===== config.mk =====
export PLATFORM = sky130hd
export DESIGN_NAME = dcache
export DESIGN_NICKNAME = d
export VERILOG_FILES = /design/src/hw/dcache_pkg.sv /design/src/hw/dcache_array_if.sv /design/src/hw/dcache_array.sv /design/src/hw/dcache_ctrl.sv /design/src/hw/dcache.sv
export VERILOG_INCLUDE_DIRS = /design/src /design/src/hw
export SDC_FILE = /design/constraint.sdc
export NUM_CORES = 2
export LEC_CHECK = 0
export ABC_AREA = 1
export BUFFER_PORTS_ARGS = -buffer_cell sky130_fd_sc_hd__buf_4
export CAP_MARGIN = 20
export CELL_PAD_IN_SITES_DETAIL_PLACEMENT = 0
export CELL_PAD_IN_SITES_GLOBAL_PLACEMENT = 1
export CORE_MARGIN = 3
export CORE_UTILIZATION = 50
export DETAILED_ROUTE_END_ITERATION = 8
export MAX_ROUTING_LAYER = met4
export PLACE_DENSITY = 0.84
export SLEW_MARGIN = 20
export SYNTH_ARGS = -nofsm -noshare
export SYNTH_HDL_FRONTEND = slang
export SYNTH_SLANG_ARGS = --single-unit

===== constraint.sdc =====
create_clock -name CLK -period 5.8 [get_ports CLK]
set_input_delay 0 -clock CLK [delete_from_list [all_inputs] [get_ports CLK]]
set_output_delay 0 -clock CLK [all_outputs]
set_load 0.01 [all_outputs]

===== src/hw/dcache_config.svh =====
`ifndef DCACHE_CONFIG_SVH
`define DCACHE_CONFIG_SVH

// cache geometry for the 32-bit data cache
// address layout, msb first: tag | index | block offset | byte

// data word and bus address width
`define DCACHE_WORD_W 32

// sets in each of the two ways
`define DCACHE_SETS 8
`define DCACHE_IDX_W 3 // log2 of the set count

// word width minus index, block offset and byte bits
`define DCACHE_TAG_W 26

// words per block
`define DCACHE_BLK_WORDS 2

`endif


===== src/hw/dcache_pkg.sv =====
`include "dcache_config.svh"

package dcache_pkg;

	// one data or address word
	typedef logic [`DCACHE_WORD_W-1:0] word_t;

	// field view of an address, msb first
	typedef struct packed {
		logic [`DCACHE_TAG_W-1:0] tag;
		logic [`DCACHE_IDX_W-1:0] idx; // set select
		logic                     blkoff; // word within the block
		logic [1:0]               byteoff; // zero for word accesses
	} dcache_addr_fields_t;

	// raw word on the buses, fields for lookup and address rebuild
	typedef union packed {
		word_t               raw;
		dcache_addr_fields_t fields;
	} dcache_addr_t;

	// one row of one way, 92 bits
	typedef struct packed {
		logic [`DCACHE_TAG_W-1:0]      tag;
		word_t [`DCACHE_BLK_WORDS-1:0] block; // block[0] is the lower word
		logic                          valid;
		logic                          dirty; // only ever set together with valid
	} dcache_frame_t;

	// controller states
	typedef enum logic [3:0] {
		IDLE,
		FETCH1, FETCH2, // fill word 0, then word 1
		WB1, WB2, // victim writeback, word 0 then word 1
		FLUSH1, FLUSH2, FLUSH3, FLUSH4, // way0 w0, way0 w1, way1 w0, way1 w1
		DONE // table cleared, flushed held high
	} dcache_state_t;

endpackage


===== src/hw/dcache_array_if.sv =====
`timescale 1ns/1ps
`include "dcache_config.svh"

interface dcache_array_if import dcache_pkg::*; ();

	// lookup results from the table
	logic                      hit; // request matched a valid row
	logic                      hit_way;
	logic                      victim_way; // lru way of the request set
	dcache_frame_t             victim_frame;
	dcache_frame_t [1:0]       flush_frames; // both ways at flush_idx

	// write port, always at the request index
	logic                      wen;
	logic                      clear; // drop every valid and dirty bit
	logic                      wr_way;
	logic                      wr_word;
	logic [`DCACHE_TAG_W-1:0]  wr_tag;
	word_t                     wr_data;
	logic                      wr_valid;
	logic                      wr_dirty;

	logic [`DCACHE_IDX_W-1:0]  flush_idx; // set being walked by the flush

	modport array (
		output hit, hit_way, victim_way, victim_frame, flush_frames,
		input  wen, clear, wr_way, wr_word, wr_tag, wr_data, wr_valid, wr_dirty, flush_idx
	);

	modport ctrl (
		input  hit, hit_way, victim_way, victim_frame, flush_frames,
		output wen, clear, wr_way, wr_word, wr_tag, wr_data, wr_valid, wr_dirty, flush_idx
	);

endinterface


===== src/hw/dcache_array.sv =====
`timescale 1ns/1ps
`include "dcache_config.svh"

module dcache_array import dcache_pkg::*; (
	input  logic          CLK,
	input  logic          nRST,
	input  logic          dmem_ren,
	input  logic          dmem_wen,
	input  dcache_addr_t  dmem_addr,
	output word_t         dmem_load,
	dcache_array_if.array aif
);

	// storage, tag and data hold no reset state
	logic [`DCACHE_TAG_W-1:0]      tag_mem [2][`DCACHE_SETS];
	word_t [`DCACHE_BLK_WORDS-1:0] data_mem [2][`DCACHE_SETS];
	logic [1:0][`DCACHE_SETS-1:0]  valid_q; // [way][set]
	logic [1:0][`DCACHE_SETS-1:0]  dirty_q;
	logic [`DCACHE_SETS-1:0]       lru_q; // 1 bit per set, names the way to evict

	logic [`DCACHE_IDX_W-1:0]      idx;
	logic                          req; // a processor access is pending
	logic [1:0]                    way_hit;
	dcache_frame_t                 req_frame [2]; // both ways at the request index

	assign idx = dmem_addr.fields.idx;
	assign req = dmem_ren | dmem_wen;

	// assemble rows for the request set and for the flush set
	always_comb begin
		for (int w = 0; w < 2; w++) begin
			req_frame[w].tag   = tag_mem[w][idx];
			req_frame[w].block = data_mem[w][idx];
			req_frame[w].valid = valid_q[w][idx];
			req_frame[w].dirty = dirty_q[w][idx];

			aif.flush_frames[w].tag   = tag_mem[w][aif.flush_idx];
			aif.flush_frames[w].block = data_mem[w][aif.flush_idx];
			aif.flush_frames[w].valid = valid_q[w][aif.flush_idx];
			aif.flush_frames[w].dirty = dirty_q[w][aif.flush_idx];

			// tag compare, qualified by valid and by a live request
			way_hit[w] = req && req_frame[w].valid && (req_frame[w].tag == dmem_addr.fields.tag);
		end
	end

	assign aif.hit      = |way_hit;
	assign aif.hit_way  = way_hit[1]; // at most one way can match
	assign aif.victim_way   = lru_q[idx];
	assign aif.victim_frame = req_frame[lru_q[idx]];

	// read data straight out of the hit row, same cycle as the request
	assign dmem_load = req_frame[aif.hit_way].block[dmem_addr.fields.blkoff];

	// valid, dirty and lru bits
	always_ff @(posedge CLK, negedge nRST) begin
		if (!nRST) begin
			valid_q <= '0;
			dirty_q <= '0;
			lru_q   <= '0;
		end else if (aif.clear) begin // end of flush, empty the table
			valid_q <= '0;
			dirty_q <= '0;
			lru_q   <= '0;
		end else begin
			if (aif.hit) begin
				lru_q[idx] <= ~aif.hit_way; // other way becomes the victim
			end
			if (aif.wen) begin
				valid_q[aif.wr_way][idx] <= aif.wr_valid;
				dirty_q[aif.wr_way][idx] <= aif.wr_dirty;
			end
		end
	end

	// tag and one word per write, way picked by the controller
	always_ff @(posedge CLK) begin
		if (aif.wen) begin
			tag_mem[aif.wr_way][idx]               <= aif.wr_tag;
			data_mem[aif.wr_way][idx][aif.wr_word] <= aif.wr_data;
		end
	end

endmodule


===== src/hw/dcache_ctrl.sv =====
`timescale 1ns/1ps
`include "dcache_config.svh"

module dcache_ctrl import dcache_pkg::*; (
	input  logic         CLK,
	input  logic         nRST,
	input  logic         dmem_ren,
	input  logic         dmem_wen,
	input  dcache_addr_t dmem_addr,
	input  word_t        dmem_store,
	input  logic         halt,
	output logic         flushed,
	output logic         mem_ren,
	output logic         mem_wen,
	output dcache_addr_t mem_addr,
	output word_t        mem_store,
	input  word_t        mem_load,
	input  logic         mem_wait,
	dcache_array_if.ctrl aif
);

	dcache_state_t            state;
	dcache_state_t            next_state;
	logic [`DCACHE_IDX_W-1:0] flush_idx; // set walked by FLUSH1..FLUSH4
	logic                     flush_step; // move to the next set
	logic                     flush_last;
	logic                     miss;
	logic                     victim_dirty; // victim needs a writeback before the fill
	logic                     word_sel; // second word of a two-transfer pair
	logic                     fl_way;
	dcache_frame_t            fl_frame;
	logic                     fl_dirty;

	assign miss         = (dmem_ren | dmem_wen) & ~aif.hit;
	assign victim_dirty = aif.victim_frame.valid & aif.victim_frame.dirty;
	assign word_sel     = state inside {WB2, FETCH2, FLUSH2, FLUSH4};

	// flush slot decode
	assign fl_way     = state inside {FLUSH3, FLUSH4};
	assign fl_frame   = aif.flush_frames[fl_way];
	assign fl_dirty   = fl_frame.valid & fl_frame.dirty; // clean slots send nothing
	assign flush_last = (flush_idx == `DCACHE_IDX_W'(`DCACHE_SETS - 1));

	assign flushed       = (state == DONE); // DONE only leaves on reset
	assign aif.flush_idx = flush_idx;

	// next state, every transfer state waits on mem_wait
	always_comb begin
		next_state = state;
		flush_step = 1'b0;
		case (state)
			IDLE: begin
				if (halt) begin
					next_state = FLUSH1; // halt wins over a pending access
				end else if (miss) begin
					next_state = victim_dirty ? WB1 : FETCH1;
				end
			end
			WB1: begin
				if (!mem_wait) begin
					next_state = WB2;
				end
			end
			WB2: begin
				if (!mem_wait) begin
					next_state = FETCH1;
				end
			end
			FETCH1: begin
				if (!mem_wait) begin
					next_state = FETCH2;
				end
			end
			FETCH2: begin
				if (!mem_wait) begin
					next_state = IDLE; // block now valid, dhit rises here
				end
			end
			FLUSH1: begin
				if (!fl_dirty || !mem_wait) begin
					next_state = FLUSH2;
				end
			end
			FLUSH2: begin
				if (!fl_dirty || !mem_wait) begin
					next_state = FLUSH3;
				end
			end
			FLUSH3: begin
				if (!fl_dirty || !mem_wait) begin
					next_state = FLUSH4;
				end
			end
			FLUSH4: begin
				if (!fl_dirty || !mem_wait) begin
					flush_step = 1'b1;
					next_state = flush_last ? DONE : FLUSH1;
				end
			end
			DONE: next_state = DONE;
			default: next_state = IDLE;
		endcase
	end

	// memory strobes and table writes
	always_comb begin
		mem_ren   = 1'b0;
		mem_wen   = 1'b0;
		mem_addr  = dmem_addr; // request index unless a state overrides it
		mem_store = '0;

		aif.wen      = 1'b0;
		aif.clear    = 1'b0;
		aif.wr_way   = aif.hit_way;
		aif.wr_word  = dmem_addr.fields.blkoff;
		aif.wr_tag   = dmem_addr.fields.tag;
		aif.wr_data  = dmem_store;
		aif.wr_valid = 1'b1;
		aif.wr_dirty = 1'b1;

		case (state)
			IDLE: begin
				aif.wen = !halt && aif.hit && dmem_wen; // write hit, row goes dirty
			end
			WB1, WB2: begin
				mem_wen = 1'b1;
				mem_addr.fields.tag     = aif.victim_frame.tag; // rebuild victim address
				mem_addr.fields.blkoff  = word_sel;
				mem_addr.fields.byteoff = 2'b00;
				mem_store = aif.victim_frame.block[word_sel];
			end
			FETCH1, FETCH2: begin
				mem_ren = 1'b1;
				mem_addr.fields.blkoff  = word_sel;
				mem_addr.fields.byteoff = 2'b00;
				aif.wen      = !mem_wait; // write only when the word lands
				aif.wr_way   = aif.victim_way;
				aif.wr_word  = word_sel;
				aif.wr_data  = mem_load;
				aif.wr_valid = word_sel; // valid once word 1 is in
				aif.wr_dirty = 1'b0;
			end
			FLUSH1, FLUSH2, FLUSH3, FLUSH4: begin
				mem_wen = fl_dirty;
				mem_addr.fields.tag     = fl_frame.tag;
				mem_addr.fields.idx     = flush_idx;
				mem_addr.fields.blkoff  = word_sel;
				mem_addr.fields.byteoff = 2'b00;
				mem_store = fl_frame.block[word_sel];
			end
			DONE: begin
				aif.clear = 1'b1;
			end
			default: begin
				aif.wen = 1'b0;
			end
		endcase
	end

	always_ff @(posedge CLK, negedge nRST) begin
		if (!nRST) begin
			state     <= IDLE;
			flush_idx <= '0;
		end else begin
			state <= next_state;
			if (flush_step) begin
				flush_idx <= flush_idx + 1'b1; // wraps to 0 after the last set
			end
		end
	end

endmodule


===== src/hw/dcache.sv =====
`timescale 1ns/1ps

module dcache import dcache_pkg::*; (
	input  logic  CLK,
	input  logic  nRST,
	// processor side
	input  logic  dmem_ren,
	input  logic  dmem_wen,
	input  word_t dmem_addr,
	input  word_t dmem_store,
	input  logic  halt,
	output logic  dhit,
	output word_t dmem_load,
	output logic  flushed,
	// memory side
	output logic  mem_ren,
	output logic  mem_wen,
	output word_t mem_addr,
	output word_t mem_store,
	input  word_t mem_load,
	input  logic  mem_wait
);

	dcache_addr_t req_addr; // processor address split into fields
	dcache_addr_t bus_addr; // address built by the controller

	dcache_array_if aif ();

	assign req_addr.raw = dmem_addr;
	assign mem_addr     = bus_addr.raw;
	assign dhit         = aif.hit; // combinational, same cycle as the request

	dcache_array i_array (
		.CLK       (CLK),
		.nRST      (nRST),
		.dmem_ren  (dmem_ren),
		.dmem_wen  (dmem_wen),
		.dmem_addr (req_addr),
		.dmem_load (dmem_load),
		.aif       (aif.array)
	);

	dcache_ctrl i_ctrl (
		.CLK        (CLK),
		.nRST       (nRST),
		.dmem_ren   (dmem_ren),
		.dmem_wen   (dmem_wen),
		.dmem_addr  (req_addr),
		.dmem_store (dmem_store),
		.halt       (halt),
		.flushed    (flushed),
		.mem_ren    (mem_ren),
		.mem_wen    (mem_wen),
		.mem_addr   (bus_addr),
		.mem_store  (mem_store),
		.mem_load   (mem_load),
		.mem_wait   (mem_wait),
		.aif        (aif.ctrl)
	);

endmodule


* Word-level counts from Yosys, hierarchy flattened
Memories as Yosys holds them, arrays and structs flattened.
Cells that the tools add are included.
** Cells by class
- Bitwise logic cells :: 10
- Magnitude comparators :: 15
- Mux-type cells :: 106
- Reductions and logical operators :: 25
- Add/sub/neg operators :: 1
- Equal/unequal tests :: 21
** Operator list (number)
- $bmux W64 S3 :: 4
- $mux W64 :: 9
- $mux W512 :: 1
- $mux W92 :: 5
- $bmux W26 S3 :: 4
- $mux W32 :: 8
- $mux W26 :: 9
- $mux W208 :: 1
- $mux W66 :: 3
- $demux W64 S3 :: 1
- $demux W26 S3 :: 1
- $mux W16 :: 4
- $pmux W32 S2 :: 1
- $eq A26 B26 Y1 :: 2
- $pmux W26 S2 :: 1
- $mux W4 :: 11
- $pmux W4 S10 :: 1
- $bwmux W16 :: 2
- $demux W32 S1 :: 1
- $bmux W1 S3 :: 9
- $mux W8 :: 3
- $mux W1 :: 19
- $eq A4 B3 Y1 const B :: 4
- $ne A2 B2 Y1 const B :: 7
- other kinds (35) :: 67
** Storage, ports and cells
- Logic and storage cells :: 187
- Input port bits :: 102
- Register bits :: 47
- Output and inout port bits :: 100
- RAM bits :: 1440
- Memories :: 2
** Memory list
- i_array.data_mem :: depth 2, bits a word 512, read ports 2, clocked after memory_dff 0, wr ports 1, RTL line dcache_array.sv:16 : word_t [`DCACHE_BLK_WORDS-1:0] data_mem [2][`DCACHE_SETS];
- i_array.tag_mem :: depth 2, bits a word 208, read ports 2, clocked after memory_dff 0, wr ports 1, RTL line dcache_array.sv:15 : logic [`DCACHE_TAG_W-1:0] tag_mem [2][`DCACHE_SETS];

* Depth between registers and ports, before layout
- Depth after elaboration :: 14
- Mapped depth :: 23
- Depth with buffers taken out :: 19

* Modules after synthesis
A second synthesis with hierarchy kept.
** Second synthesis, totals
- Cell total of the unflattened synthesis :: 8143
- Area total of the unflattened synthesis :: 75643.8 µm²
** By module, submodules not included
- dcache_array :: times used 1, seq. area each 44242.4 µm², cells an instance 7378, area an instance 71865.2 µm²
- dcache_ctrl :: times used 1, seq. area each 175.2 µm², cells an instance 765, area an instance 3778.6 µm²

* Worst setup path before layout
Ideal clock, no wire load.
- Path kind :: register to register
- From :: memory i_array.tag_mem[1][87] in the netlist's numbering
- To :: memory i_array.data_mem[1][192] in the netlist's numbering, enable pin
- Path buffers :: 0
- Stages on the path, launching flop included :: 18
- Data arrival time :: 3.900 ns
- Required time :: 5.379 ns
- Clock period less this slack :: 4.321 ns
- Library setup time :: 0.421 ns
- Slack :: 1.479 ns
- Path through :: edfxtp_1 inv_1 nand2_1 nand3_1 nand2_1 nor2_1 nor2_1 nor2_1 nand2_1 nor2_1 nand2_1 nor2_1 nand3_2 nand2_4 nand2_1 a21oi_2 inv_2 nor2_1
** RTL lines (RTL line)
- start: declaration :: dcache_array.sv:15
- end: declaration :: dcache_array.sv:16

==> results.toml <==
[synth]
synth_commonest_cells = "nand2_1, edfxtp_1, o21ai_0"
yosysMostFrequentCell = "nand2_1"
netlist_area_um2 = 74690
ys_top_cells_by_area = "edfxtp_1, nand2_1, o21ai_0"
synth_edf_count = 1440
ys_seq_area_frac = 0.5947
yosysTopAreaCell = "edfxtp_1"
synth_top_area_share = 0.5789
ys_seq_elements = 1487
async_flop_share = 0.03161
syn_nets = 7976
syn_area_per_cell_um2 = 9.489
ys.flop_type = "edfxtp_1"
yosys_warnings = 0
syn_inst = 7872
synthDistinctLibCells = 56

[clock_network]
cts-root-buf = "clkbuf_16"
clock_latency_ps = 830
numCtsBuffers = 162
cts.sinks = 1487
postCtsSetupBuffers = 0
cts.htree.levels = 4
cts_tree = "yes"
clk_pin_slew_ps = 60
cts_buffer_depth = 3
cts_resized = 0

[grt]
grt_max_degree = 199
grt_pass1_vias = 60440
grt.overflow.total = 0
grt_usage = 0.3734
grt_first_pass_wirelength_um = 408800
antenna_found_initial = 8

[routing]
drc = 0
drtIter0Drc = 10020
first_pass_iters = 7
routed_wl_um = 285800
wl_per_cell_um = 28.72
num_vias = 65720
ant_nets = 0
via_per_inst = 6.605

[timing]
max-slew-margin-rel = 0.1011
fmax_ghz = 0.2073
hold_viol = 0
finalSetupTns_ps = 0
rsz0062_at_grt = "no"
min_period_over_period = 0.8316
slew_violations = 0
finalCriticalPeriod_ps = 4823
setup_viol_count_final = 0
skew_ps = 61.11
tightestPinTransition_ps = 1348

[die]
die_h_um = 392.5
start_util = 0.5046
rows = 141
die_x_um = 392.5
die_area_um2 = 154100
io_pins = 202
core-area_um2 = 148000

[run_status]
outcome = "complete, no violations"

[setup_path]
critical_path_arrival_ps = 4820
cp-end-kind = "primary output"
startpoint_type = "flip-flop"
path_max_fanout = 76
required_ps = 5800
path_class = "flip-flop to primary output"

[layout]
final_layout_size_suffix_gt1_frac = 0.08988
nNetsFinal = 7985
synthToLayoutAreaGrowth_pct = 12.55
fill_cells = 12470
instances_no_fill = 9951

[place]
dpl.hpwl_um = 161300
post-place-cells = 9598
portBuffers = 201
place.gp.congestion = 0.9762

[hold_path]
hold_path_class = "primary input to flip-flop"

[power_and_ir_drop]
powerDensity_nw_per_um2 = 457.7
p_leak_nw = 30.93
vdd_drop_max_mv = 0.5660

[run]
cap_violations = 0
==> through the flow <==
| stage | power [mW] | instance area, um^2 | util | hold slack, ps | worst slack (ps) |
|---|---|---|---|---|---|
| after floorplan | 21.93 | 74690 | - | -295.6 | 1479 |
| after global placement | 27.89 | 78470 | 0.5301 | 62.95 | 1157 |
| after detailed placement | 28.07 | 78490 | 0.5303 | 64.07 | 1109 |
| after CTS | 37.95 | 84010 | 0.5676 | 30.41 | 1180 |
| after global routing | 39.78 | 84060 | 0.5679 | 46.76 | 775.3 |
| final | 38.48 | 84070 | 0.5680 | 25.36 | 977.0 |
==> power breakdown <==
part           leakage, nW  switching (mW)  internal (mW)
registers             13.6           0.310           13.5
clock network         2.44            4.41           5.55
logic                 14.9            11.0           3.76
total                 30.9            15.7           22.8
==> what timing repair did <==
| action | in CTS | in global routing |
|---|---|---|
| hold buffers | 48 | 0 |
| endpoints found under the setup margin | 0 | 0 |
| hold endpoints to repair | 694 | 0 |
==> sequential cells by signal, indices dropped and copies added, names as in the netlist <==
signal,flops
i_array.valid_q,16
i_ctrl.state,4
i_array.lru_q,8
i_ctrl.aif.flush_idx,3
i_array.data_mem,1024
i_array.dirty_q,16
i_array.tag_mem,416
==> cells in the final DEF, fill, tap and decap left out, types with 6 or more instances in the layout <==
master / count
buf_12: 51
or2_2: 6
a22oi_1: 127
dlygate4sd3_1: 47
a22o_1: 50
nor2_1: 810
inv_1: 558
a21oi_1: 365
nand2_1: 1556
nand2_2: 17
clkinv_2: 31
clkinv_1: 44
clkbuf_1: 41
nand3b_1: 7
o22ai_1: 45
o221ai_1: 179
nor3_1: 17
a32o_1: 6
inv_2: 10
a221oi_1: 112
o211ai_1: 77
bufinv_16: 8
o2bb2ai_1: 25
diode_2: 10
nand4_1: 135
or2_1: 11
clkbuf_16: 163
nand3_1: 555
o21ai_0: 981
nand3_2: 16
o21ai_1: 24
buf_4: 324
inv_6: 10
nor2_4: 40
dfrtp_1: 44
edfxtp_1: 1440
==> final cells by class <==
type / count / area (um^2) / share of cell area
Antenna cell: 10 / 25.02 / 0.0002977
Clock buffer: 204 / 4233 / 0.05035
Clock inverter: 90 / 785.8 / 0.009347
Inverter: 590 / 2270 / 0.02700
Multi-Input combinational cell: 5214 / 25920 / 0.3083
Sequential cell: 1487 / 44430 / 0.5285
Tap cell: 1930 / 2415 / 0.02873
Timing Repair Buffer: 426 / 3993 / 0.04749
==> worst max-delay path: stages, from the launching register on <==
cell and delay (ps):
edfxtp_1 430, inv_1 90, nand2_1 50, nand3_1 90, nand2_1 60, nor2_1 270, nand2_1 130, nand2_1 90
nor2_1 60, nand3_1 90, nor2_2 70, nand2_4 90, buf_4 420, buf_4 770, nor2_1 120, o22ai_1 810
buf_4 280
==> per-layer routing <==
metal / track usage / vias up / share of wire
met2: 0.5541 / 5303 / 0.44
met1: 0.4752 / 31320 / 0.36
met5: - / - / 0
met4: 0.1900 / 0 / 0.060
li1: - / 28040 / -
met3: 0.09624 / 1066 / 0.14
==> kinds of logic after synthesis <==
logic type / synth area share
flops: 0.5947
simple gates: 0.1781
fa+ha+maj: 0.0003350
compound gates: 0.1631
xor+xnor: 0.0003518
buf+inv: 0.06352
==> worst paths after layout <==
| kind | start | endpoint | slack [ps] | depth (start not counted) |
|---|---|---|---|---|
| worst max-delay path | i_array.tag_mem[1][119]$_DFFE_PP_ | dmem_load[18] | 980 | 16 |
| worst min-delay path | mem_load[31] | i_array.data_mem[1][95]$_DFFE_PP_ | 30 | 3 |
| worst max register to register | i_ctrl.state[1]$_DFFE_PN0P_ | i_ctrl.state[2]$_DFFE_PN0P_ | 1260 | 18 |
| worst min register to register | i_array.dirty_q[4]$_DFFE_PN0P_ | i_array.dirty_q[4]$_DFFE_PN0P_ | 480 | 2 |
| max in group asynchronous | nRST | i_array.lru_q[2]$_DFFE_PN0P_ | 5240 | 4 |
| min in group asynchronous | nRST | i_array.valid_q[11]$_DFFE_PN0P_ | 260 | 4 |
No activity file was read; power rests on OpenSTA's default activity.
